File: config.mk
export PLATFORM = sky130hd
export DESIGN_NAME = wb_addr_decode_flat
export DESIGN_NICKNAME = d
export VERILOG_FILES = /design/src/verilog/bus_pkg.sv /design/src/verilog/map_pkg.sv /design/src/verilog/wb_bus_if.sv /design/src/verilog/wb_addr_decode.sv /design/src/flat_wrapper.sv
export SDC_FILE = /design/constraint.sdc
export NUM_CORES = 1
export LEC_CHECK = 0
export BUFFER_PORTS_ARGS = -buffer_cell sky130_fd_sc_hd__buf_2
export CAP_MARGIN = 20
export CORE_AREA = 4 4 92 94
export DETAILED_ROUTE_END_ITERATION = 8
export DIE_AREA = 0 0 96 98
export PLACE_DENSITY = 0.63
export SLEW_MARGIN = 20
export SYNTH_ARGS = -nofsm -noshare
export SYNTH_HDL_FRONTEND = slang
export SYNTH_SLANG_ARGS = --single-unit
File: constraint.sdc
create_clock -name i_clk -period 2 [get_ports i_clk]
set_clock_uncertainty 0.05 [all_clocks]
set_input_delay 0.4 -clock i_clk [delete_from_list [all_inputs] [get_ports i_clk]]
set_output_delay 0.4 -clock i_clk [all_outputs]
set_load 0.02 [all_outputs]
File: src/verilog/bus_pkg.sv
package bus_pkg;

    // word address, data and byte-select widths of the system bus
    localparam int ADR_W = 30;
    localparam int DAT_W = 32;
    localparam int SEL_W = DAT_W / 8;

    // arbiter ownership states
    localparam logic [1:0] ARB_IDLE = 2'd0;
    localparam logic [1:0] ARB_A    = 2'd1;
    localparam logic [1:0] ARB_B    = 2'd2;

endpackage : bus_pkg

File: src/verilog/map_pkg.sv
package map_pkg;

    // top address bits pick the region
    localparam int REGION_W = 9;
    localparam int OFFSET_W = bus_pkg::ADR_W - REGION_W;

    localparam logic [REGION_W-1:0] REGION_RAM = 9'd0;
    localparam logic [REGION_W-1:0] REGION_SYS = 9'd1;

    // 256 words, upper offset bits alias
    localparam int RAM_AW = 8;

    localparam int SYS_IDX_W = 3;
    localparam int UPPER_W   = bus_pkg::ADR_W - SYS_IDX_W;

    localparam logic [SYS_IDX_W-1:0] REG_ID      = 3'd0;
    localparam logic [SYS_IDX_W-1:0] REG_SCRATCH = 3'd1;
    localparam logic [SYS_IDX_W-1:0] REG_BUSERR  = 3'd2;
    localparam logic [SYS_IDX_W-1:0] REG_UPTIME  = 3'd3;
    localparam logic [SYS_IDX_W-1:0] REG_IRQ     = 3'd4;

    localparam logic [bus_pkg::DAT_W-1:0] SYS_ID_VALUE = 32'h20191028;

    // one word address, seen as region/offset or as register index
    typedef union packed {
        struct packed {
            logic [REGION_W-1:0] region;
            logic [OFFSET_W-1:0] offset;
        } rgn;
        struct packed {
            logic [UPPER_W-1:0]   upper;
            logic [SYS_IDX_W-1:0] idx;
        } sys;
    } wb_addr_u;

endpackage : map_pkg

File: src/verilog/wb_bus_if.sv
`timescale 1ns/1ps

interface wb_bus_if;

    logic                      cyc;
    logic                      stb;
    logic                      we;
    map_pkg::wb_addr_u         adr;
    logic [bus_pkg::DAT_W-1:0] dat_w;
    logic [bus_pkg::SEL_W-1:0] sel;

    // slave answer, ack or err one cycle after acceptance
    logic                      ack;
    logic                      stall;
    logic                      err;
    logic [bus_pkg::DAT_W-1:0] dat_r;

    modport master (
        output cyc, stb, we, adr, dat_w, sel,
        input  ack, stall, err, dat_r
    );

    modport slave (
        input  cyc, stb, we, adr, dat_w, sel,
        output ack, stall, err, dat_r
    );

endinterface : wb_bus_if

File: src/verilog/wb_addr_decode.sv
`timescale 1ns/1ps

module wb_addr_decode (
    input  logic                      i_clk,
    input  logic                      i_arst_n,
    wb_bus_if.slave                   s_bus,
    output logic                      o_ram_stb,
    output logic                      o_sys_stb,
    output logic                      o_we,
    output logic [bus_pkg::DAT_W-1:0] o_wdat,
    output logic [bus_pkg::SEL_W-1:0] o_sel,
    output map_pkg::wb_addr_u         o_addr,
    input  logic [bus_pkg::DAT_W-1:0] i_ram_dat,
    input  logic [bus_pkg::DAT_W-1:0] i_sys_dat,
    output logic                      o_err_pulse
);
    import map_pkg::*;

    logic accept;
    logic ram_hit;
    logic sys_hit;
    logic ack_q;
    logic err_q;
    logic sel_ram_q;

    // slaves never stall, so every strobe is taken
    assign accept  = s_bus.cyc & s_bus.stb;
    assign ram_hit = (s_bus.adr.rgn.region == REGION_RAM);
    assign sys_hit = (s_bus.adr.rgn.region == REGION_SYS);

    assign o_ram_stb = accept & ram_hit;
    assign o_sys_stb = accept & sys_hit;
    assign o_we      = s_bus.we;
    assign o_wdat    = s_bus.dat_w;
    assign o_sel     = s_bus.sel;
    assign o_addr    = s_bus.adr;

    always_ff @(posedge i_clk or negedge i_arst_n) begin
        if (!i_arst_n) begin
            ack_q     <= 1'b0;
            err_q     <= 1'b0;
            sel_ram_q <= 1'b0;
        end else begin
            ack_q     <= accept & (ram_hit | sys_hit);
            // unmapped region
            err_q     <= accept & ~ram_hit & ~sys_hit;
            sel_ram_q <= ram_hit;
        end
    end

    assign s_bus.stall = 1'b0;
    assign s_bus.ack   = ack_q;
    assign s_bus.err   = err_q;
    assign o_err_pulse = err_q;

    // read data only alongside ack
    assign s_bus.dat_r = !ack_q    ? '0 :
                         sel_ram_q ? i_ram_dat : i_sys_dat;

    a_ack_err_excl : assert property (
        @(posedge i_clk) disable iff (!i_arst_n) !(s_bus.ack && s_bus.err)
    );

endmodule : wb_addr_decode

File: src/flat_wrapper.sv
// flat-port wrapper written by rule: the top's interface ports become plain ports
module wb_addr_decode_flat import map_pkg::*;
  (i_clk, i_arst_n, o_ram_stb, o_sys_stb, o_we, o_wdat, o_sel, o_addr, i_ram_dat, i_sys_dat, o_err_pulse, s_bus_cyc, s_bus_stb, s_bus_we, s_bus_adr, s_bus_dat_w, s_bus_sel, s_bus_ack, s_bus_stall, s_bus_err, s_bus_dat_r);
  wb_bus_if s_bus_i ();
  input  logic i_clk;
  input  logic i_arst_n;
  output logic o_ram_stb;
  output logic o_sys_stb;
  output logic o_we;
  output logic [bus_pkg::DAT_W-1:0] o_wdat;
  output logic [bus_pkg::SEL_W-1:0] o_sel;
  output map_pkg::wb_addr_u o_addr;
  input  logic [bus_pkg::DAT_W-1:0] i_ram_dat;
  input  logic [bus_pkg::DAT_W-1:0] i_sys_dat;
  output logic o_err_pulse;
  input wire logic [$bits(s_bus_i.cyc)-1:0] s_bus_cyc;
  input wire logic [$bits(s_bus_i.stb)-1:0] s_bus_stb;
  input wire logic [$bits(s_bus_i.we)-1:0] s_bus_we;
  input wire logic [$bits(s_bus_i.adr)-1:0] s_bus_adr;
  input wire logic [$bits(s_bus_i.dat_w)-1:0] s_bus_dat_w;
  input wire logic [$bits(s_bus_i.sel)-1:0] s_bus_sel;
  output wire logic [$bits(s_bus_i.ack)-1:0] s_bus_ack;
  output wire logic [$bits(s_bus_i.stall)-1:0] s_bus_stall;
  output wire logic [$bits(s_bus_i.err)-1:0] s_bus_err;
  output wire logic [$bits(s_bus_i.dat_r)-1:0] s_bus_dat_r;
  assign s_bus_i.cyc = s_bus_cyc;
  assign s_bus_i.stb = s_bus_stb;
  assign s_bus_i.we = s_bus_we;
  assign s_bus_i.adr = s_bus_adr;
  assign s_bus_i.dat_w = s_bus_dat_w;
  assign s_bus_i.sel = s_bus_sel;
  assign s_bus_ack = s_bus_i.ack;
  assign s_bus_stall = s_bus_i.stall;
  assign s_bus_err = s_bus_i.err;
  assign s_bus_dat_r = s_bus_i.dat_r;
  wb_addr_decode u_core (.i_clk(i_clk), .i_arst_n(i_arst_n), .s_bus(s_bus_i), .o_ram_stb(o_ram_stb), .o_sys_stb(o_sys_stb), .o_we(o_we), .o_wdat(o_wdat), .o_sel(o_sel), .o_addr(o_addr), .i_ram_dat(i_ram_dat), .i_sys_dat(i_sys_dat), .o_err_pulse(o_err_pulse));
endmodule
==> key figures <==
Outcome
  • Status: completed

STA
  • Setup TNS: 0 ns
  • RSZ-0062 raised after global routing: false
  • Setup violations, final: 0
  • Minimum clock period: 1.97 ns
  • Hold Vio Cnt, Final: 0
  • Max-slew violation count: 0
  • Max Clock Freq: 506 MHz
  • Final period util: between 90% and 100%

Placement
  • Detailed Place HPWL: 3.39 mm
  • Port buffer count: 122
  • Area after DPL: 0.00144 mm²
  • RePlAce Congestion: 0.691

Global route
  • Met2 Use GR: between 10% and 20%
  • Largest net degree at the start of global routing: 34
  • Vias in the first global route: 1,111
  • Met3 usage: 3.08%
  • Grt peak-use layer: met2
  • GR Util met1: 4.97%
  • GR Util All Layers: 6.77%
  • Antenna violations before repair: 0
  • Grt total ovfl: 0
  • First-pass GRT wire length: 5.06 mm

Synth
  • Synthesized area: 0.00122 mm²
  • Simple-gate share of the synthesized area: approximately a fifth
  • Synth Area in Compound Gates: less than 1%
  • Post-synthesis sequential area ratio: between 6 and 7%
  • Adder-Cell Fraction of Synth Area: 0%
  • Main combinational cell family by area after synthesis: buffers and inverters
  • Synthesis-stage register bit count: 3
  • Syn_nets: 288
  • Xor/xnor cell area share of the yosys netlist: 0%
  • Distinct cells, synth: 13
  • Mapped Cells: 153
  • Mux cell area share after synthesis: about a quarter
  • Syn. warnings: 0
  • Avg Inst Size Synth: slightly below 8 µm²

Worst setup path
  • Worst path slowest cell: or4_4
  • Worst Setup Start Kind: primary input
  • Crit-path max FO: 3
  • WP data required: between 1.5 and 2 ns
  • Crit path largest cell delay: 0.57 ns
  • WP data arrival: between 1.5 and 2 ns
  • Crit path cell chain: buf_2 -> or4_4 -> nor4_4 -> buf_4
  • Kind of critical path: primary input to output port
  • Crit path capture type: output port

Clocking
  • Clock-pin slew on the worst setup and hold paths: approximately 0.030 ns
  • Post-CTS setup buffers: 0
  • Max Root-Sink Buffers: 2
  • H-tree levels: 1
  • Clk sinks: 3
  • CTS tree: yes
  • Root Driver: clkbuf_8
  • Total CTS buffers: 3

Route
  • Drt total wl: 3.81 mm
  • Vias: 1,158
  • Detailed Routing Iterations Pass 1: 3
  • Drt wl/cell: 12.3 µm
  • DR vias/cell: 3.75
  • 1st-iter DRT viols: 33
  • DRT antenna net count: 0
  • DRC viols: 0

Floorplanning
  • Die footprint: 0.00941 mm²
  • Cell Rows: 32
  • Die Span X: 96 µm
  • I/O Pins: 240
  • Die height: 98 µm
  • Starting Density: 15.9%
  • Core Area: 0.00765 mm²

Worst hold path
  • Hold Path Class: primary input to register

Pwr
  • Pwr dens: 247 mW/mm²
  • Sequential Power Share: 17.0%
  • Clock power share: 45.9%
  • Internal: 0.275 mW
  • Final Power: 0.372 mW
  • Peak supply drop: approximately 0.12 mV
  • Switching Share: between 20% and 30%
  • Leakage dissipation: approximately 0.77 nW
  • Sw Pwr: 0.0968 mW
  • Gate power share: 37.2%

Cells and area
  • Diodes inserted: 0
  • Count of nets after finishing: approximately 340
  • Share of post-route cells with drive strength above 1: 64.3%
  • Final instance area: roughly 0.0015 mm²
  • Synthesis-to-layout area growth: 23.9%
  • Fillers: 838

Flow run
  • Max cap viols: 0
worst max-delay path, delay by kind of cell:
| kind | cells | cell delay, ns |
|---|---|---|
| AND/OR/NAND/NOR | 2 | 0.84 |
| buffers and inverters | 2 | 0.28 |
through the flow:
| stage | instances | hold slack [ns] | worst slack [ns] | util (%) |
|---|---|---|---|---|
| 3_5_place_dp | 304 | 0.148 | -0.00554 | 18.9 |
| 4_1_cts | 309 | 0.351 | 0.00375 | 19.6 |
| 3_3_place_gp | 304 | 0.145 | 0.0284 | 18.9 |
| 5_1_grt | 309 | 0.378 | 0.00722 | 19.7 |
| 6_report | 309 | 0.381 | 0.0252 | 19.7 |
| 2_1_floorplan | 153 | 0.0544 | 0.0709 | - |
worst paths after layout:
kind	slack, ns	end	cells after the start	startpoint
min	0.38	u_core.sel_ram_q$_DFF_PN0_	2	s_bus_adr[21]
max	0.03	o_ram_stb	4	s_bus_adr[26]
min in group asynchronous	0.46	u_core.o_err_pulse$_DFF_PN0_	2	i_arst_n
max in group asynchronous	1.32	u_core.sel_ram_q$_DFF_PN0_	2	i_arst_n
state kept, by name (all words and copies together) (netlist names):
| register | cells |
|---|---|
| u_core.sel_ram_q | 1 |
| u_core.o_err_pulse | 1 |
| u_core.s_bus.ack | 1 |
logic make-up (layout without fill, tap and decap cells):
group | count (synthesis) | count (layout)
other | 1 | 1
flip-flops | 3 | 3
AO/OA/AOI/OAI | 1 | 1
AND/OR/NAND/NOR | 40 | 40
buffers and inverters | 76 | 130
multiplexers | 32 | 32
layer usage:
metal | up-vias | routed length, µm
met2 | 102 | 1770
li1 | 533 | -
met5 | - | 0
met1 | 491 | 1040
met3 | 32 | 743
met4 | 0 | 252
cell usage in the layout (no fill, tap or decap), drive strengths merged:
cell type,netlist,final
nand3,1,1
nor4,1,1
mux2i,32,32
or4,2,2
dlygate4sd3,0,1
o21ba,1,1
nor3,3,3
dfrtp,3,3
nor2b,32,32
clkbuf,3,4
nand2,1,1
buf,73,125
conb,1,1
timing repair:
action,4_1_cts,5_1_grt
resized for setup,1,1
hold buffers,1,0
endpoints found under the setup margin,1,1
hold endpoints to repair,3,0
gates cloned,0,0
layout make-up:
type                       instances  area [µm²]  share of cell area (%)
clock buffer                       4        45.0                    2.99
tap                              102         128                    8.46
timing repair buffer             126         658                    43.6
multi-input combinational         74         602                    39.9
sequential                         3        76.3                    5.06
cell usage after synthesis:
cell type / n / area (µm²)
or4_4: 2 / 22.5
buf_4: 69 / 518
clkbuf_1: 3 / 11.3
mux2i_1: 32 / 320
buf_2: 4 / 20.0
conb_1: 1 / 3.75
nand3_1: 1 / 5.00
nor2b_1: 32 / 200
nor3_1: 3 / 15.0
dfrtp_1: 3 / 75.1
nand2_1: 1 / 3.75
nor4_2: 1 / 12.5
o21ba_2: 1 / 10.0
power by group through the flow:
| stage | Sequential [mW] | Clock, mW | Combinational, mW |
|---|---|---|---|
| 3_3_place_gp | 0.0640 | 0 | 0.133 |
| 2_1_floorplan | 0.0648 | 0 | 0.228 |
| 4_1_cts | 0.0633 | 0.175 | 0.140 |
| 3_5_place_dp | 0.0640 | 0 | 0.138 |
| 5_1_grt | 0.0634 | 0.183 | 0.154 |
| 6_report | 0.0631 | 0.171 | 0.138 |
No activity file was read; power rests on OpenSTA's default activity.
