$ cat config.mk
export PLATFORM = sky130hd
export DESIGN_NAME = sys_regs
export DESIGN_NICKNAME = d
export VERILOG_FILES = /design/src/verilog/bus_pkg.sv /design/src/verilog/map_pkg.sv /design/src/verilog/sys_regs.sv
export SDC_FILE = /design/constraint.sdc
export NUM_CORES = 1
export LEC_CHECK = 0
export BUFFER_PORTS_ARGS = -buffer_cell sky130_fd_sc_hd__buf_4
export CORE_ASPECT_RATIO = 0.6
export CORE_UTILIZATION = 52
export DETAILED_ROUTE_END_ITERATION = 10
export PLACE_DENSITY = 0.8
export REMOVE_ABC_BUFFERS = 1
export SLEW_MARGIN = 20
export SYNTH_ARGS = -nofsm -noshare
export SYNTH_HDL_FRONTEND = slang
export SYNTH_SLANG_ARGS = --single-unit
$ cat constraint.sdc
create_clock -name i_clk -period 3.4 [get_ports i_clk]
set_input_delay 0.51 -clock i_clk [delete_from_list [all_inputs] [get_ports i_clk]]
set_output_delay 0.51 -clock i_clk [all_outputs]
set_load 0.01 [all_outputs]
$ cat src/verilog/bus_pkg.sv
package bus_pkg;

    // word address, data and byte-select widths of the system bus
    localparam int ADR_W = 30;
    localparam int DAT_W = 32;
    localparam int SEL_W = DAT_W / 8;

    // arbiter ownership states
    localparam logic [1:0] ARB_IDLE = 2'd0;
    localparam logic [1:0] ARB_A    = 2'd1;
    localparam logic [1:0] ARB_B    = 2'd2;

endpackage : bus_pkg

$ cat src/verilog/map_pkg.sv
package map_pkg;

    // top address bits pick the region
    localparam int REGION_W = 9;
    localparam int OFFSET_W = bus_pkg::ADR_W - REGION_W;

    localparam logic [REGION_W-1:0] REGION_RAM = 9'd0;
    localparam logic [REGION_W-1:0] REGION_SYS = 9'd1;

    // 256 words, upper offset bits alias
    localparam int RAM_AW = 8;

    localparam int SYS_IDX_W = 3;
    localparam int UPPER_W   = bus_pkg::ADR_W - SYS_IDX_W;

    localparam logic [SYS_IDX_W-1:0] REG_ID      = 3'd0;
    localparam logic [SYS_IDX_W-1:0] REG_SCRATCH = 3'd1;
    localparam logic [SYS_IDX_W-1:0] REG_BUSERR  = 3'd2;
    localparam logic [SYS_IDX_W-1:0] REG_UPTIME  = 3'd3;
    localparam logic [SYS_IDX_W-1:0] REG_IRQ     = 3'd4;

    localparam logic [bus_pkg::DAT_W-1:0] SYS_ID_VALUE = 32'h20191028;

    // one word address, seen as region/offset or as register index
    typedef union packed {
        struct packed {
            logic [REGION_W-1:0] region;
            logic [OFFSET_W-1:0] offset;
        } rgn;
        struct packed {
            logic [UPPER_W-1:0]   upper;
            logic [SYS_IDX_W-1:0] idx;
        } sys;
    } wb_addr_u;

endpackage : map_pkg

$ cat src/verilog/sys_regs.sv
`timescale 1ns/1ps

module sys_regs (
    input  logic                      i_clk,
    input  logic                      i_arst_n,
    input  logic                      i_stb,
    input  logic                      i_we,
    input  map_pkg::wb_addr_u         i_addr,
    input  logic [bus_pkg::DAT_W-1:0] i_wdat,
    input  logic                      i_err_pulse,
    input  logic [bus_pkg::DAT_W-1:0] i_uptime,
    output logic [bus_pkg::DAT_W-1:0] o_rdat,
    output logic                      o_irq
);
    import bus_pkg::*;
    import map_pkg::*;

    logic [DAT_W-1:0] scratch;
    logic [ADR_W-1:0] bus_err_adr;
    logic             irq_flag;
    wb_addr_u         addr_q;

    // err answers the request from one cycle back
    always_ff @(posedge i_clk) begin
        addr_q <= i_addr;
    end

    always_ff @(posedge i_clk or negedge i_arst_n) begin
        if (!i_arst_n) begin
            scratch     <= '0;
            bus_err_adr <= '0;
            irq_flag    <= 1'b0;
        end else begin
            if (i_stb && i_we) begin
                case (i_addr.sys.idx)
                    REG_SCRATCH: scratch  <= i_wdat;
                    REG_IRQ:     irq_flag <= i_wdat[0];
                    default:     ;
                endcase
            end
            if (i_err_pulse) begin
                bus_err_adr <= addr_q;
            end
        end
    end

    always_ff @(posedge i_clk) begin
        if (i_stb) begin
            case (i_addr.sys.idx)
                REG_ID:      o_rdat <= SYS_ID_VALUE;
                REG_SCRATCH: o_rdat <= scratch;
                // word address back to a byte address
                REG_BUSERR:  o_rdat <= {bus_err_adr, 2'b00};
                REG_UPTIME:  o_rdat <= i_uptime;
                REG_IRQ:     o_rdat <= {{(DAT_W-1){1'b0}}, irq_flag};
                default:     o_rdat <= '0;
            endcase
        end
    end

    assign o_irq = irq_flag;

endmodule : sys_regs

==> flow_summary_export.csv, run 1 <==
group,metric,value,unit
run_status,outcome,"finished, violations left",
run_status,violations,"DRC",
power,finalPower,4.02,mW
grt,grt_use_total,23.7,%
clock_network,clkSlewWorstSetupHoldPaths,0.05,ns
yosys,yosysSeqAreaShare,66.6,%
critical_path,r2r-end,"o_rdat[14]",
sta,hold_viol,0,
clock_network,cts-buffers-inserted,17,
critical_path,path_class,"primary input to flip-flop",
floorplan,rows,26,
floorplan,die_x,125,um
yosys,yosys_warnings,0,
critical_path,critPathRequiredTime,3.68,ns
clock_network,post_cts_buffers,0,
sta,finalMaxSlewViolations,0,
yosys,yosysTopAreaCell,"dfrtp_1",
critical_path,worstPathCellList,"buf_4 -> nand2_1 -> nor3_4 -> buf_4 -> mux2_2",
min_path,whs_endpoint,"addr_q[6]",
final_layout,drive_gt1_share,53.6,%
critical_path,critPathLaunchType,"primary input",
min_path,min_path_cells,1,
clock_network,clockBufferDepth,2,
grt,antenna_found_initial,0,
power,p_leak,2.83,nW
floorplan,die_h,75.8,um
clock_network,insertion_delay,0.41,ns
yosys,synth-seq-cells,125,
drt,wl_per_cell,18.0,um
critical_path,path_common_cell,"buf_4",
sta,rsz0062_at_grt,"no",
sta,finClkSkew,0.00706,ns
sta,finalCriticalPeriod,1.78,ns
sta,period_share,52.3,%
clock_network,cts_sinks,125,
critical_path,max_stage_delay,0.43,ns
clock_network,ctsHoldBuffers,0,
clock_network,h-tree-depth,4,
sta,slew_headroom,45.0,%
placed_design,port_buffers,131,
yosys,synth_cell_type_count,21,
min_path,holdCritStartpoint,"i_addr[6]",
min_path,min_path_type,"primary input to flip-flop",
floorplan,die_area,9460,um^2
sta,setup_tns,0,ns
drt,drtPass1Iterations,9,
critical_path,rrSetupSlack,2.25,ns
drt,ant_nets,0,
floorplan,io_pins,132,
critical_path,slowest_stage,"buf_4",
grt,grt_pass1_wl,16300,um
final_layout,syn2layout_area_growth,34.4,%
clock_network,cts_resized,0,
sta,fmax,563,MHz
yosys,syn_inst,310,
grt,grt-ovfl-total,0,
placed_design,dp_hpwl,6360,um
yosys,syn_avg_cell_area,15.2,um^2
yosys,yosysTopAreaCellShare,33.4,%
drt,routed_wl,10200,um
floorplan,core-area,8650,um^2
drt,drtIter0Drc,275,
critical_path,rr_worst_depth,3,
clock_network,cts_tree,"yes",
floorplan,start_util,54.5,%
drt,vias_per_cell,5.25,
critical_path,arrival,2.06,ns
sta,tightest_slew,0.825,ns
critical_path,cp_max_fo,34,
run,max_cap_violations,0,
drt,drc,24,
power,power.density,635,nW/um^2
placed_design,place_inst,535,
final_layout,insertedDiodeCount,0,
power,ir_drop,0.000429,V
yosys,synth_ff_type,"dfrtp_1",
yosys,synthesis.area,4710,um^2
drt,route.vias.total,2977,
final_layout,fin_nets,541,
yosys,synth_edf_count,32,
grt,grt_pass1_vias,3146,
grt,grt_max_degree,64,
clock_network,cts_root_buf,"clkbuf_16",
sta,setup_viol,0,
final_layout,fin_cells,567,
final_layout,final_util,73.2,%
yosys,async_flop_share,50.4,%
critical_path,r2r_start,"scratch[14]",
yosys,synth_commonest_cells,"80 x mux2_2, 63 x dfrtp_1, 32 x edfxtp_1, 32 x nor2_1, 30 x dfxtp_1",
yosys,synth_area_leaders,"dfrtp_1 33%, edfxtp_1 20%, mux2_2 19%",
critical_path,end_kind,"flip-flop",
yosys,synth.most_common_cell,"mux2_2",
placed_design,gp_congestion,0.795,
## cells by family (layout without fill, tap and decap cells)
| logic type | count (synthesis) | count (layout) | synth area share (%) |
|---|---|---|---|
| DFF | 125 | 125 | 66.6 |
| muxes | 95 | 95 | 22.5 |
| and+or+nand+nor | 39 | 39 | 3.77 |
| AOI/OAI and AO/OA | 31 | 31 | 4.88 |
| buffers and inverters | 20 | 165 | 2.34 |
## routing by layer
metal  track usage (%)  wire length, um
met2              36.1             4510
met1              32.5             4730
met4              9.89              112
met3              7.09              833
met5                 0                0
## area by class of cell
type | count | area [um^2]
sequential | 125 | 3140
timing repair buffer | 133 | 998
clock buffer | 25 | 507
fill | 574 | 2320
multi-input combinational | 165 | 1470
clock inverter | 7 | 85.1
tap | 112 | 140
## worst max path at each step
stage	slack, ns	cells past startpoint	to	start
detailed placement	1.22	5	scratch[27]	i_stb
CTS	1.64	5	scratch[27]	i_stb
floorplan	1.37	3	scratch[0]	i_addr[2]
finish	1.62	5	scratch[27]	i_stb
global route	1.53	5	scratch[27]	i_stb
global placement	1.28	5	scratch[9]	i_stb
## flip-flops by register name, summed over array words and instances (netlist names)
register     cells
o_irq            1
addr_q          30
o_rdat          32
bus_err_adr     30
scratch         32
## power breakdown
group	internal [mW]	switching, mW	total (mW)
clock	1.17	0.601	1.78
sequential	1.72	0.0810	1.80
combinational	0.269	0.178	0.446
## cell usage in the layout (no fill, tap or decap)
cell type | synthesis | routed
dfrtp_1 | 63 | 63
nand2b_1 | 1 | 1
nor2_1 | 32 | 32
nand2b_4 | 1 | 1
clkbuf_8 | 0 | 3
clkbuf_1 | 9 | 4
a211oi_1 | 7 | 7
a22oi_1 | 23 | 23
buf_4 | 1 | 133
clkinv_2 | 0 | 5
edfxtp_1 | 32 | 32
nor3_4 | 1 | 1
nor2b_2 | 0 | 1
nand3_1 | 1 | 1
o21ai_0 | 1 | 1
dfxtp_1 | 30 | 30
bufinv_16 | 0 | 2
clkbuf_16 | 0 | 18
nand4_1 | 1 | 1
mux2_2 | 80 | 80
mux2i_1 | 9 | 9
nand2_1 | 1 | 1
mux2_1 | 6 | 6
## worst max-delay path: cells and delay by family
family,cells,cell delay [ns]
buf+inv,2,0.82
mux,1,0.40
simple gates,2,0.29
## metrics by stage
step                      hold slack, ns  area, um^2  setup WS (ns)
after floorplan                    0.214        4600           1.37
after global placement             0.442        5750           1.28
after detailed placement           0.448        5750           1.22
after CTS                          0.187        6340           1.64
after global routing               0.186        6340           1.53
final                              0.203        6340           1.62
No activity file was read; power rests on OpenSTA's default activity.
==> inputs of run 2 (changes only) <==
ABC_AREA = 1   (was unset)
PLACE_DENSITY = 0.79   (was 0.8)
clock period = 1.7 ns   (was 3.4 ns; I/O delays follow)
==> run 2 against run 1 <==
  * The run now ends clean
  * Combinational power up 86%
  * Worst hold slack worse by 0.18 ns
  * Largest cell class unchanged
  * Setup slack worse by 1.2 ns
  * Clock power up 83%
  * Cell area is 4.8% higher
  * Synthesized cell count rose by 43%
  * Global-route usage rose by 2.0 points
  * Critical path type is now flip-flop to output pin
  * Core utilization grew 2.9 points
  * Sequential power is 98% higher
  * Wire length grew 13%
  * Total power rose by 90%
  * First-iteration DRC count up 17%
==> flow_summary_export.csv, run 2 <==
group,metric,value,unit
run_status,outcome,"finished, final reports clean",
power,p_switching,1.78,mW
sta,hold_viol,0,
clock_network,h-tree-depth,4,
final_layout,insertedDiodeCount,0,
power,power_frac_seq,46.7,%
final_layout,syn2layout_area_growth,38.8,%
grt,gr-usage-met1,35.9,%
floorplan,start_util,54.9,%
grt,grt_use_total,25.8,%
yosys,async_flop_share,50.4,%
power,ir_drop,0.000845,V
clock_network,clockBufferDepth,2,
yosys,syn_avg_cell_area,10.8,um^2
yosys,synth_commonest_cells,"154 x nand2_1, 63 x dfrtp_1, 52 x nand3_1",
critical_path,max_stage_delay,0.41,ns
yosys,yosysTopAreaCell,"dfrtp_1",
critical_path,slowest_stage,"edfxtp_1",
grt,grt_max_degree,39,
grt,grt-ovfl-total,0,
floorplan,core-area,8720,um^2
sta,finalMaxSlewViolations,0,
final_layout,most-common-layout-cells,"154 x nand2_1, 136 x buf_4, 63 x dfrtp_1",
critical_path,cp_max_fo,1,
sta,setup_tns,0,ns
grt,grt_pass1_vias,3672,
critical_path,crit_buf_inv,1,
clock_network,cts_tree,"yes",
drt,ant_nets,0,
sta,tightest_slew,0.522,ns
drt,route.vias.total,3756,
sta,finClkSkew,0.00774,ns
final_layout,final_util,76.1,%
placed_design,gp_congestion,0.832,
grt,antenna_found_initial,0,
final_layout,fin_nets,707,
floorplan,io_pins,132,
yosys,yosysSeqAreaShare,65.6,%
sta,whs,0.0236,ns
critical_path,rrSetupSlack,0.76,ns
yosys,yosys_warnings,0,
clock_network,cts_sinks,125,
grt,top_usage_layer,"met2",
final_layout,top_regs,"o_rdat (32), scratch (32)",
floorplan,die_area,9600,um^2
yosys,synth_edf_count,32,
power,swShare,23.3,%
yosys,synth-seq-cells,125,
critical_path,arrival,0.98,ns
sta,slew_headroom,65.2,%
clock_network,clkSlewWorstSetupHoldPaths,0.05,ns
sta,rsz0062_at_grt,"no",
placed_design,port_buffers,131,
drt,drtPass1Iterations,5,
clock_network,cts_root_buf,"clkbuf_16",
floorplan,die_x,126,um
sta,period_share,72.6,%
critical_path,path_class,"flip-flop to output pin",
grt,use_met2,39.1,%
critical_path,critPathTopFamily,"flip-flops",
yosys,synth.most_common_cell,"nand2_1",
drt,drc,0,
yosys,yosysTopAreaCellShare,32.9,%
power,p_leak,3.21,nW
critical_path,critPathRequiredTime,1.44,ns
final_layout,fin_cells,733,
floorplan,rows,26,
yosys,synth_cell_type_count,22,
yosys,syn_inst,442,
power,pwr-share-comb,10.9,%
drt,routed_wl,11500,um
drt,drtIter0Drc,323,
sta,fmax,810,MHz
clock_network,insertion_delay,0.41,ns
placed_design,place_inst,673,
drt,vias_per_cell,5.12,
clock_network,cts-buffers-inserted,17,
critical_path,end_kind,"output pin",
critical_path,worstPathCellList,"buf_4",
placed_design,dp_hpwl,7420,um
floorplan,die_h,76.3,um
final_layout,n_fill_cell,600,
sta,finalCriticalPeriod,1.24,ns
final_layout,drive_gt1_share,32.7,%
run,max_cap_violations,0,
clock_network,post_cts_buffers,0,
power,power.density,1150,nW/um^2
yosys,synth_ff_type,"dfrtp_1",
critical_path,critPathLaunchType,"flip-flop",
yosys,synthesis.area,4780,um^2
grt,grt_pass1_wl,18400,um
sta,setup_viol,0,
grt,globalRouteMet3Util,6.39,%
final_layout,final_common_cell,"nand2_1",
power,power_frac_clock,42.4,%
drt,wl_per_cell,15.7,um
yosys,synth_area_leaders,"dfrtp_1 33%, edfxtp_1 20%, dfxtp_1 13%",
min_path,min_path_type,"primary input to flip-flop",
power,internal-power,5.86,mW
[run 2: changes by cell type after synthesis, moves of 10 or more]
cell and delta:
nand2_1 +153, inv_1 +16, nor2_1 -10, a22oi_1 -23, mux2_2 -56, nand3_1 +51
[run 2: worst paths after layout]
path,start,endpoint,cells after the start
max in group asynchronous,i_arst_n,scratch[19],3
worst min-delay path,i_addr[0],addr_q[0],1
worst max-delay path,o_rdat[15],o_rdat[15],1
worst min register to register,addr_q[17],bus_err_adr[17],2
min in group asynchronous,i_arst_n,bus_err_adr[14],2
worst max register to register,bus_err_adr[1],o_rdat[3],2
[run 2: per-stage QoR]
stage / power, mW / setup WS, ns / instance area, um^2
final: 7.65 / 0.465 / 6640
after global routing: 7.95 / 0.431 / 6640
after CTS: 7.70 / 0.449 / 6640
after detailed placement: 4.40 / 0.122 / 5820
after global placement: 4.35 / 0.171 / 5820
after floorplan: 3.92 / 0.510 / 4620
[run 2: power by group through the flow]
stage          combinational [mW]  sequential, mW  clock, mW
5_1_grt                     0.917            3.60       3.43
2_1_floorplan               0.314            3.61          0
3_3_place_gp                0.746            3.61          0
4_1_cts                     0.837            3.57       3.29
3_5_place_dp                0.780            3.62          0
6_report                    0.831            3.57       3.25
[run 2: kinds of logic (layout without fill, tap and decap cells)]
| logic type | count (synthesis) | in the layout | synth area share [%] |
|---|---|---|---|
| flip-flops | 125 | 125 | 65.6 |
| multiplexers | 24 | 24 | 5.65 |
| AO/OA/AOI/OAI | 14 | 14 | 1.83 |
| buffers and inverters | 40 | 219 | 5.15 |
| AND/OR/NAND/NOR | 239 | 239 | 21.8 |
[run 2: area by class of cell]
cell class,instances,area (um^2),share of cell area (%)
multi-input cells,277,1400,21.1
clock buffers,27,503,7.58
inverters,21,83.8,1.26
well taps,112,140,2.11
flip-flops and latches,125,3140,47.3
clock inverters,5,32.5,0.490
repair buffers,166,1340,20.2
[run 2: metal layers]
layer	vias up	routed length, um
met2	189	5320
met5	-	0
li1	1780	-
met3	11	951
met1	1776	5130
met4	0	119
[run 2: timing repair]
item | CTS | global route
hold buffers | 28 | 0
resized for setup | 0 | 0
endpoints found under the hold margin | 64 | 0
