<file path="src/verilog/bus_pkg.sv">
package bus_pkg;

    // word address, data and byte-select widths of the system bus
    localparam int ADR_W = 30;
    localparam int DAT_W = 32;
    localparam int SEL_W = DAT_W / 8;

    // arbiter ownership states
    localparam logic [1:0] ARB_IDLE = 2'd0;
    localparam logic [1:0] ARB_A    = 2'd1;
    localparam logic [1:0] ARB_B    = 2'd2;

endpackage : bus_pkg

</file>
<file path="src/verilog/map_pkg.sv">
package map_pkg;

    // top address bits pick the region
    localparam int REGION_W = 9;
    localparam int OFFSET_W = bus_pkg::ADR_W - REGION_W;

    localparam logic [REGION_W-1:0] REGION_RAM = 9'd0;
    localparam logic [REGION_W-1:0] REGION_SYS = 9'd1;

    // 256 words, upper offset bits alias
    localparam int RAM_AW = 8;

    localparam int SYS_IDX_W = 3;
    localparam int UPPER_W   = bus_pkg::ADR_W - SYS_IDX_W;

    localparam logic [SYS_IDX_W-1:0] REG_ID      = 3'd0;
    localparam logic [SYS_IDX_W-1:0] REG_SCRATCH = 3'd1;
    localparam logic [SYS_IDX_W-1:0] REG_BUSERR  = 3'd2;
    localparam logic [SYS_IDX_W-1:0] REG_UPTIME  = 3'd3;
    localparam logic [SYS_IDX_W-1:0] REG_IRQ     = 3'd4;

    localparam logic [bus_pkg::DAT_W-1:0] SYS_ID_VALUE = 32'h20191028;

    // one word address, seen as region/offset or as register index
    typedef union packed {
        struct packed {
            logic [REGION_W-1:0] region;
            logic [OFFSET_W-1:0] offset;
        } rgn;
        struct packed {
            logic [UPPER_W-1:0]   upper;
            logic [SYS_IDX_W-1:0] idx;
        } sys;
    } wb_addr_u;

endpackage : map_pkg

</file>
<file path="src/verilog/wb_bus_if.sv">
`timescale 1ns/1ps

interface wb_bus_if;

    logic                      cyc;
    logic                      stb;
    logic                      we;
    map_pkg::wb_addr_u         adr;
    logic [bus_pkg::DAT_W-1:0] dat_w;
    logic [bus_pkg::SEL_W-1:0] sel;

    // slave answer, ack or err one cycle after acceptance
    logic                      ack;
    logic                      stall;
    logic                      err;
    logic [bus_pkg::DAT_W-1:0] dat_r;

    modport master (
        output cyc, stb, we, adr, dat_w, sel,
        input  ack, stall, err, dat_r
    );

    modport slave (
        input  cyc, stb, we, adr, dat_w, sel,
        output ack, stall, err, dat_r
    );

endinterface : wb_bus_if

</file>
<file path="src/verilog/wb_pri_arbiter.sv">
`timescale 1ns/1ps

module wb_pri_arbiter (
    input  logic                      i_clk,
    input  logic                      i_arst_n,
    input  logic                      i_a_cyc,
    input  logic                      i_a_stb,
    input  logic                      i_a_we,
    input  logic [bus_pkg::ADR_W-1:0] i_a_adr,
    input  logic [bus_pkg::DAT_W-1:0] i_a_dat,
    input  logic [bus_pkg::SEL_W-1:0] i_a_sel,
    output logic                      o_a_ack,
    output logic                      o_a_stall,
    output logic                      o_a_err,
    input  logic                      i_b_cyc,
    input  logic                      i_b_stb,
    input  logic                      i_b_we,
    input  logic [bus_pkg::ADR_W-1:0] i_b_adr,
    input  logic [bus_pkg::DAT_W-1:0] i_b_dat,
    input  logic [bus_pkg::SEL_W-1:0] i_b_sel,
    output logic                      o_b_ack,
    output logic                      o_b_stall,
    output logic                      o_b_err,
    wb_bus_if.master                  m_bus
);
    import bus_pkg::*;

    logic [1:0] state;
    logic [1:0] state_nxt;
    logic       own_a;
    logic       own_b;

    // owner releases only by dropping cyc, a wins from idle
    always_comb begin
        state_nxt = state;
        case (state)
            ARB_A: begin
                if (!i_a_cyc) begin
                    state_nxt = i_b_cyc ? ARB_B : ARB_IDLE;
                end
            end
            ARB_B: begin
                if (!i_b_cyc) begin
                    state_nxt = i_a_cyc ? ARB_A : ARB_IDLE;
                end
            end
            default: begin
                if (i_a_cyc) begin
                    state_nxt = ARB_A;
                end else if (i_b_cyc) begin
                    state_nxt = ARB_B;
                end
            end
        endcase
    end

    always_ff @(posedge i_clk or negedge i_arst_n) begin
        if (!i_arst_n) begin
            state <= ARB_IDLE;
        end else begin
            state <= state_nxt;
        end
    end

    assign own_a = (state == ARB_A);
    assign own_b = (state == ARB_B);

    // owner's request straight through
    assign m_bus.cyc   = (own_a & i_a_cyc) | (own_b & i_b_cyc);
    assign m_bus.stb   = (own_a & i_a_stb) | (own_b & i_b_stb);
    assign m_bus.we    = own_b ? i_b_we  : i_a_we;
    assign m_bus.adr   = own_b ? i_b_adr : i_a_adr;
    assign m_bus.dat_w = own_b ? i_b_dat : i_a_dat;
    assign m_bus.sel   = own_b ? i_b_sel : i_a_sel;

    // non-owner only ever sees stall
    assign o_a_ack   = own_a & m_bus.ack;
    assign o_a_err   = own_a & m_bus.err;
    assign o_a_stall = ~own_a | m_bus.stall;
    assign o_b_ack   = own_b & m_bus.ack;
    assign o_b_err   = own_b & m_bus.err;
    assign o_b_stall = ~own_b | m_bus.stall;

    a_single_ack : assert property (
        @(posedge i_clk) disable iff (!i_arst_n) !(o_a_ack && o_b_ack)
    );

endmodule : wb_pri_arbiter

</file>
<file path="src/flat_wrapper.sv">
// flat-port wrapper written by rule: the top's interface ports become plain ports
module wb_pri_arbiter_flat import bus_pkg::*;
  (i_clk, i_arst_n, i_a_cyc, i_a_stb, i_a_we, i_a_adr, i_a_dat, i_a_sel, o_a_ack, o_a_stall, o_a_err, i_b_cyc, i_b_stb, i_b_we, i_b_adr, i_b_dat, i_b_sel, o_b_ack, o_b_stall, o_b_err, m_bus_cyc, m_bus_stb, m_bus_we, m_bus_adr, m_bus_dat_w, m_bus_sel, m_bus_ack, m_bus_stall, m_bus_err, m_bus_dat_r);
  wb_bus_if m_bus_i ();
  input  logic i_clk;
  input  logic i_arst_n;
  input  logic i_a_cyc;
  input  logic i_a_stb;
  input  logic i_a_we;
  input  logic [bus_pkg::ADR_W-1:0] i_a_adr;
  input  logic [bus_pkg::DAT_W-1:0] i_a_dat;
  input  logic [bus_pkg::SEL_W-1:0] i_a_sel;
  output logic o_a_ack;
  output logic o_a_stall;
  output logic o_a_err;
  input  logic i_b_cyc;
  input  logic i_b_stb;
  input  logic i_b_we;
  input  logic [bus_pkg::ADR_W-1:0] i_b_adr;
  input  logic [bus_pkg::DAT_W-1:0] i_b_dat;
  input  logic [bus_pkg::SEL_W-1:0] i_b_sel;
  output logic o_b_ack;
  output logic o_b_stall;
  output logic o_b_err;
  output wire logic [$bits(m_bus_i.cyc)-1:0] m_bus_cyc;
  output wire logic [$bits(m_bus_i.stb)-1:0] m_bus_stb;
  output wire logic [$bits(m_bus_i.we)-1:0] m_bus_we;
  output wire logic [$bits(m_bus_i.adr)-1:0] m_bus_adr;
  output wire logic [$bits(m_bus_i.dat_w)-1:0] m_bus_dat_w;
  output wire logic [$bits(m_bus_i.sel)-1:0] m_bus_sel;
  input wire logic [$bits(m_bus_i.ack)-1:0] m_bus_ack;
  input wire logic [$bits(m_bus_i.stall)-1:0] m_bus_stall;
  input wire logic [$bits(m_bus_i.err)-1:0] m_bus_err;
  input wire logic [$bits(m_bus_i.dat_r)-1:0] m_bus_dat_r;
  assign m_bus_cyc = m_bus_i.cyc;
  assign m_bus_stb = m_bus_i.stb;
  assign m_bus_we = m_bus_i.we;
  assign m_bus_adr = m_bus_i.adr;
  assign m_bus_dat_w = m_bus_i.dat_w;
  assign m_bus_sel = m_bus_i.sel;
  assign m_bus_i.ack = m_bus_ack;
  assign m_bus_i.stall = m_bus_stall;
  assign m_bus_i.err = m_bus_err;
  assign m_bus_i.dat_r = m_bus_dat_r;
  wb_pri_arbiter u_core (.i_clk(i_clk), .i_arst_n(i_arst_n), .i_a_cyc(i_a_cyc), .i_a_stb(i_a_stb), .i_a_we(i_a_we), .i_a_adr(i_a_adr), .i_a_dat(i_a_dat), .i_a_sel(i_a_sel), .o_a_ack(o_a_ack), .o_a_stall(o_a_stall), .o_a_err(o_a_err), .i_b_cyc(i_b_cyc), .i_b_stb(i_b_stb), .i_b_we(i_b_we), .i_b_adr(i_b_adr), .i_b_dat(i_b_dat), .i_b_sel(i_b_sel), .o_b_ack(o_b_ack), .o_b_stall(o_b_stall), .o_b_err(o_b_err), .m_bus(m_bus_i));
endmodule
</file>
<file path="config.mk">
export PLATFORM = sky130hd
export DESIGN_NAME = wb_pri_arbiter_flat
export DESIGN_NICKNAME = d
export VERILOG_FILES = /design/src/verilog/bus_pkg.sv /design/src/verilog/map_pkg.sv /design/src/verilog/wb_bus_if.sv /design/src/verilog/wb_pri_arbiter.sv /design/src/flat_wrapper.sv
export SDC_FILE = /design/constraint.sdc
export NUM_CORES = 1
export LEC_CHECK = 0
export CAP_MARGIN = 5
export CORE_AREA = 2 2 96 98
export DETAILED_ROUTE_END_ITERATION = 12
export DIE_AREA = 0 0 98 100
export DONT_BUFFER_PORTS = 1
export GPL_TIMING_DRIVEN = 0
export PLACE_DENSITY = 0.34
export SETUP_SLACK_MARGIN = 0.5
export SLEW_MARGIN = 20
export SYNTH_ARGS = -nofsm -noshare
export SYNTH_HDL_FRONTEND = slang
export SYNTH_SLANG_ARGS = --single-unit
</file>
<file path="constraint.sdc">
create_clock -name i_clk -period 1.7 [get_ports i_clk]
set_clock_uncertainty 0.1 [all_clocks]
set_input_delay 0.085 -clock i_clk [delete_from_list [all_inputs] [get_ports i_clk]]
set_output_delay 0.085 -clock i_clk [all_outputs]
set_load 0.01 [all_outputs]
</file>
==> out/qor.yml, run 1 <==
status:
  status: "completed"
floorplanning:
  rows: 35
  start_util: 0.1286
  fp.coreArea_sq_mm: 0.008890
  die_w_um: 98
  die_h_um: 100
  ios: 250
  dieArea_sq_mm: 0.009800
finish:
  largest_reg_flops: 2
  top_register: "u_core.state"
  design_area_sq_mm: 0.001923
  n_antenna_cell: 0
  areaGrowthSynthToFinish_pct: 68.16
  layout_commonest_cell: "mux2_4"
  top_regs: "u_core.state (2)"
  final_util: 0.2163
  fin_nets: 303
  drive_gt1_frac: 0.9355
  final_cell_mix: "mux2_4, buf_12, buf_4"
  n_fill_cell: 933
logic_synthesis:
  synth.avg_cell_area_sq_um: 11.32
  synth_cell_type_count: 21
  yosys_warnings: 0
  yosys-top-cells-area: "mux2_4, mux2_2, dfrtp_1"
  yosysSeqAreaShare: 0.04376
  synth_cells: 101
  yosys.area.top_type: "mux2_4"
  synth_nets: 279
  synth_area_sq_mm: 0.001144
  yosys_register_bits: 2
  synth_top_area_share: 0.3939
setup_path:
  worstPathMaxFanout: 10
  crit_required_ps: 1510
  critPathLaunchType: "flip-flop"
  r2r-start: "u_core.state[0]"
  r2r_cells: 7
  cpMostUsedCell: "buf_12"
  worstPathCellList: "inv_2, ha_4, buf_12, buf_12, mux2_4"
  critPathTopFamily: "flip-flops"
  reg2reg_slack_ps: 70
  cp_slowest_cell: "dfrtp_2"
  cp-end-kind: "output pin"
  worst-path-stages: 5
  startpoint: "u_core.state[0]"
  slowest_delay_ps: 400
  critPathBufInv: 3
  crit_arrival_ps: 1480
  worstSetupPathType: "flip-flop to output pin"
timing:
  slew_headroom: 0.8813
  min_period_ps: 1664
  final-hold-violation-count: 0
  fmax_mhz: 601.1
  fin_crit_sh: 0.9786
  setup_slack_ps: 36.39
  setup_violations: 0
  final_max_slew_viol_count: 0
  rsz0062_at_grt: "true"
  worstMarginPinSlew_ps: 178.0
global_routing:
  grt_pass1_wl_mm: 6.437
  track_usage: 0.08498
  met2_usage: 0.1691
  antenna_found_initial: 0
  grt_max_degree: 11
  grt-ovfl-total: 0
  grt_pass1_vias: 1082
  grt.met3_usage: 0.01393
  gr-usage-met1: 0.09359
  top_usage_layer: "met2"
hold_path:
  hp-start: "i_b_cyc"
  hp-class: "input port to flip-flop"
  hold_depth: 2
cts:
  cts_root_buf: "clkbuf_8"
  cts_tree: "done"
  clk_latency_ps: 220
  cts_buffer_depth: 2
  h-tree-depth: 1
  cts_buffers: 3
  path_clk_slew_ps: 30
  numClockSinks: 2
power_and_ir_drop:
  p_clk_frac: 0.062
  p_leak_nw: 0.8208
  p_int_mw: 2.017
  vdd_ir_drop_max_v: 0.0008047
  p_per_area_mw_per_mm2: 1749
  comb_power_share: 0.908
  p_switching_mw: 1.346
  p_seq_frac: 0.030
  switching_share: 0.4002
  total_power_mw: 3.363
placement:
  preCtsSetupSlack_ps: 105.3
  dpl.hpwl_mm: 4.196
  port-buffer-count: 0
  placed_cell_area_sq_mm: 0.001333
  place_congestion: 0.7844
routing:
  num_vias: 1003
  dr.pass1.iters: 4
  drt_iter0_markers: 22
  totalWireLength_mm: 5.171
  ant_nets: 0
  drc_errors: 0
  wl_per_cell_um: 22.00
  viasPerCell: 4.268
run:
  drv_cap: 0
-- cells in the mapped netlist --
cell	number
buf_4	1
nand3_1	2
or2_2	1
buf_2	3
o2111ai_1	1
buf_6	3
nand3b_1	1
and2_1	4
nand2_1	1
nor3b_1	1
a21oi_1	1
mux2_2	37
ha_1	3
nor2_1	1
mux2_4	30
inv_1	3
nand2b_1	2
a32oi_1	1
a22o_1	2
o21ai_0	1
dfrtp_1	2
-- worst register-to-register path: stages (launching register included) --
cell     delay (ps)
dfrtp_2         360
inv_2            50
buf_4           120
buf_6           110
ha_4            230
or2_4           230
a32oi_2         220
o21ai_1          80
-- power groups by stage --
stage	logic (mW)	registers [mW]	clock network (mW)
6_report	3.05	0.101	0.210
5_1_grt	3.19	0.102	0.214
4_1_cts	2.87	0.0949	0.210
3_5_place_dp	1.95	0.121	0
3_3_place_gp	1.89	0.115	0
2_1_floorplan	1.68	0.112	0
-- area by class of cell --
cell class,instances,area [sq um],area share
Inverter,3,13.76,0.007157
Clock buffer,4,45.04,0.02342
Timing Repair Buffer,19,239.0,0.1243
Sequential cell,2,52.55,0.02733
Tap cell,111,138.9,0.07222
Multi-Input combinational cell,89,1294,0.6727
Buffer,7,140.1,0.07287
-- final timing paths --
kind,endpoint
setup reg to reg,u_core.state[1]
hold / removal,u_core.state[0]
min in group asynchronous,u_core.state[1]
setup / recovery,m_bus_adr[7]
hold reg to reg,u_core.state[0]
max in group asynchronous,u_core.state[0]
-- per-stage QoR --
stage / setup TNS (ps) / cells / hold WS, ps
after floorplan: 0 / 101 / -310.6
after global placement: 0 / 212 / -310.5
after detailed placement: 0 / 212 / -310.5
after CTS: 0 / 232 / 10.34
after global routing: -144.9 / 235 / 29.77
final: 0 / 235 / 14.54
-- cells by family after synthesis --
group | count (synthesis) | synth area share
flip-flops | 2 | 0.04377
multiplexers | 67 | 0.7582
buffers and inverters | 10 | 0.05908
AO/OA/AOI/OAI | 6 | 0.03938
AND/OR/NAND/NOR | 13 | 0.06674
adder cells (fa/ha/maj) | 3 | 0.03283
-- routing by layer --
metal,up-vias,share of wire
li1,428,-
met4,0,0.0060
met3,4,0.081
met1,489,0.32
met2,82,0.60
met5,-,0
-- timing repair --
action / in CTS / in global routing
resized for setup: 70 / 11
endpoints found under the setup margin: 77 / 77
setup buffers: 11 / 2
gates cloned: 2 / 1
hold endpoints to repair: 4 / 0
pin swaps: 10 / 7
hold buffers: 3 / 0
No activity file was read; power rests on OpenSTA's default activity.
==> run 2: changes to the inputs <==
--- a/config.mk
+++ b/config.mk
@@ -7,6 +7,7 @@
 export LEC_CHECK = 0
 export CAP_MARGIN = 5
 export CORE_AREA = 2 2 96 98
+export CTS_BUF_LIST = sky130_fd_sc_hd__clkbuf_4 sky130_fd_sc_hd__clkbuf_8 sky130_fd_sc_hd__clkbuf_16
 export DETAILED_ROUTE_END_ITERATION = 12
 export DIE_AREA = 0 0 98 100
 export DONT_BUFFER_PORTS = 1
==> constraint.sdc (replaced) <==
create_clock -name i_clk -period 1.7 [get_ports i_clk]
set_clock_uncertainty 0.1 [all_clocks]
set_input_delay 0 -clock i_clk [delete_from_list [all_inputs] [get_ports i_clk]]
set_output_delay 0 -clock i_clk [all_outputs]
set_load 0.01 [all_outputs]
==> out/qor.yml, run 2 (synthesis gave the netlist of run 1 again) <==
finish:
  fin_nets: 306  # +0.99%
  largest_reg_flops: 2  # unchanged
  multi_input_area_sq_mm: 0.001250  # -3.4%
  final_cell_count_no_fill: 237  # +0.85%
  final_cell_mix: "mux2_4, buf_12, buf_4"
  layout_commonest_cell: "mux2_4"
  regArea_sq_um: 51.30  # -2.4%
  areaGrowthSynthToFinish_pct: 71.77
  top_register: "u_core.state"
  n_antenna_cell: 0  # unchanged
  top_regs: "u_core.state (2)"
  drive_gt1_frac: 0.8810  # -0.05453
  n_fill_cell: 913  # -2.1%
run:
  drv_cap: 0  # unchanged
global_routing:
  track_usage: 0.08834  # +0.003364
  antenna_found_initial: 0  # unchanged
  grt_pass1_wl_mm: 6.575  # +2.1%
  grt_max_degree: 11  # unchanged
  grt-ovfl-total: 0  # unchanged
  grt_pass1_vias: 1119  # +3.4%
timing:
  worstMarginPinSlew_ps: 172.2  # -5.794 ps
  rsz0062_at_grt: "true"
  fin_crit_sh: 0.9423  # -0.03628
  final-hold-violation-count: 1  # +1
  slew_headroom: 0.8848  # +0.003484
  min_period_ps: 1602  # -61.68 ps
  whs_ps: -1.090  # -15.63 ps
  setup_violations: 0  # unchanged
  final_max_slew_viol_count: 0  # unchanged
  fmax_mhz: 624.2  # +3.9%
  tns_ps: 0  # unchanged
cts:
  path_clk_slew_ps: 30  # about the same
  cts_buffers: 3  # unchanged
  numClockSinks: 2  # unchanged
  h-tree-depth: 1  # unchanged
  cts_root_buf: "clkbuf_8"
  cts_buffer_depth: 2  # unchanged
  cts_tree: "done"
  clk_latency_ps: 210  # about the same
routing:
  drt_iter0_markers: 12  # -45%
  num_vias: 1006  # +0.30%
  ant_nets: 0  # unchanged
  wl_met2_mm: 3.064  # -0.62%
  wl_per_cell_um: 22.34  # +1.5%
  totalWireLength_mm: 5.294  # +2.4%
  wl_met1_mm: 1.688  # +3.0%
  wl_met3_um: 478  # +15%
  dr.pass1.iters: 4  # unchanged
  viasPerCell: 4.245  # -0.55%
  drc_errors: 0  # unchanged
  highest_layer: "met4"
setup_path:
  r2r_cells: 5  # -2
  worstPathCellList: "ha_4, buf_6, buf_12, buf_16, mux2_4"
  worstSetupPathType: "flip-flop to output pin"
  cp_slowest_cell: "dfrtp_2"
  worst-path-stages: 5  # unchanged
  worstPathMaxFanout: 5  # -5
  cp-end-kind: "output pin"
  critPathLaunchType: "flip-flop"
  critPathTopFamily: "flip-flops"
  crit_required_ps: 1600  # +90 ps
  crit_arrival_ps: 1500  # +20 ps
  critPathBufInv: 3  # unchanged
  slowest_delay_ps: 420  # +20 ps
floorplanning:
  start_util: 0.1286  # unchanged
  die_w_um: 98  # unchanged
  rows: 35  # unchanged
  dieArea_sq_mm: 0.009800  # unchanged
  die_h_um: 100  # unchanged
  fp.coreArea_sq_mm: 0.008890  # unchanged
  ios: 250  # unchanged
placement:
  port-buffer-count: 0  # unchanged
  place_congestion: 0.7492  # -4.5%
  dpl.cell_count: 212  # unchanged
  dpl.hpwl_mm: 4.344  # +3.5%
hold_path:
  hold_depth: 3  # +1
  hp-class: "input port to flip-flop"
power_and_ir_drop:
  total_power_mw: 3.325  # -1.1%
  p_leak_nw: 0.8463  # +3.1%
  vdd_ir_drop_max_v: 0.0009008  # +12%
  p_per_area_mw_per_mm2: 1693  # -3.2%
status:
  failed_checks: "hold timing"
  status: "finished with violations"
[run 2: cell types whose count changed in the layout (fill, tap and decap cells not counted), sizes merged]
cell and delta:
buf -1, clkbuf +2, dlygate4sd3 +1
[run 2: routing by layer]
metal,GRT usage,up-vias
met5,0,-
met4,0.009615,0
met3,0.01671,4
met2,0.1944,120
met1,0.08516,453
li1,-,429
[run 2: what timing repair did]
item,4_1_cts,5_1_grt
resized for setup,58,14
cloned,3,4
hold buffers,4,0
pin swaps,1,2
endpoints found under the hold margin,4,0
endpoints found under the setup margin,75,77
setup buffers,9,2
[run 2: through the flow]
step,hold slack [ps],util,cell area [sq um],worst slack (ps)
after floorplan,-395.6,-,1185,266.0
after global placement,-395.5,0.1489,1324,127.8
after detailed placement,-395.5,0.1489,1324,81.30
after CTS,0.9997,0.2017,1793,95.78
after global routing,7.060,0.2210,1964,57.15
final,-1.090,0.2210,1964,98.07
[run 2: final cells by class]
type | count | share of cell area
clock buffers | 3 | 0.02102
flip-flops and latches | 2 | 0.02611
well taps | 111 | 0.07070
repair buffers | 22 | 0.1713
inverters | 3 | 0.005732
multi-input cells | 89 | 0.6363
plain buffers | 7 | 0.06879
[run 2: final timing paths]
| kind | startpoint | endpoint | slack (ps) |
|---|---|---|---|
| setup reg to reg | u_core.state[1] | u_core.state[1] | 140 |
| max in group asynchronous | i_arst_n | u_core.state[1] | 900 |
| hold reg to reg | u_core.state[1] | u_core.state[1] | 590 |
| setup / recovery | u_core.state[1] | m_bus_dat_w[31] | 100 |
| hold / removal | i_a_cyc | u_core.state[1] | -1 |
| min in group asynchronous | i_arst_n | u_core.state[0] | 470 |
[run 2: report_power, final]
| group | switching [mW] | total (mW) | leakage [nW] | internal [mW] |
|---|---|---|---|---|
| clock | 0.0317 | 0.181 | 0.0216 | 0.149 |
| sequential | 0.0269 | 0.101 | 0.0241 | 0.0745 |
| combinational | 1.20 | 3.04 | 0.801 | 1.84 |
| total | 1.26 | 3.33 | 0.846 | 2.06 |
[run 2: worst min-delay path, cell delays in order]
cell and delay (ps):
a22o_4 130, nand2_1 50, o21ai_1 70
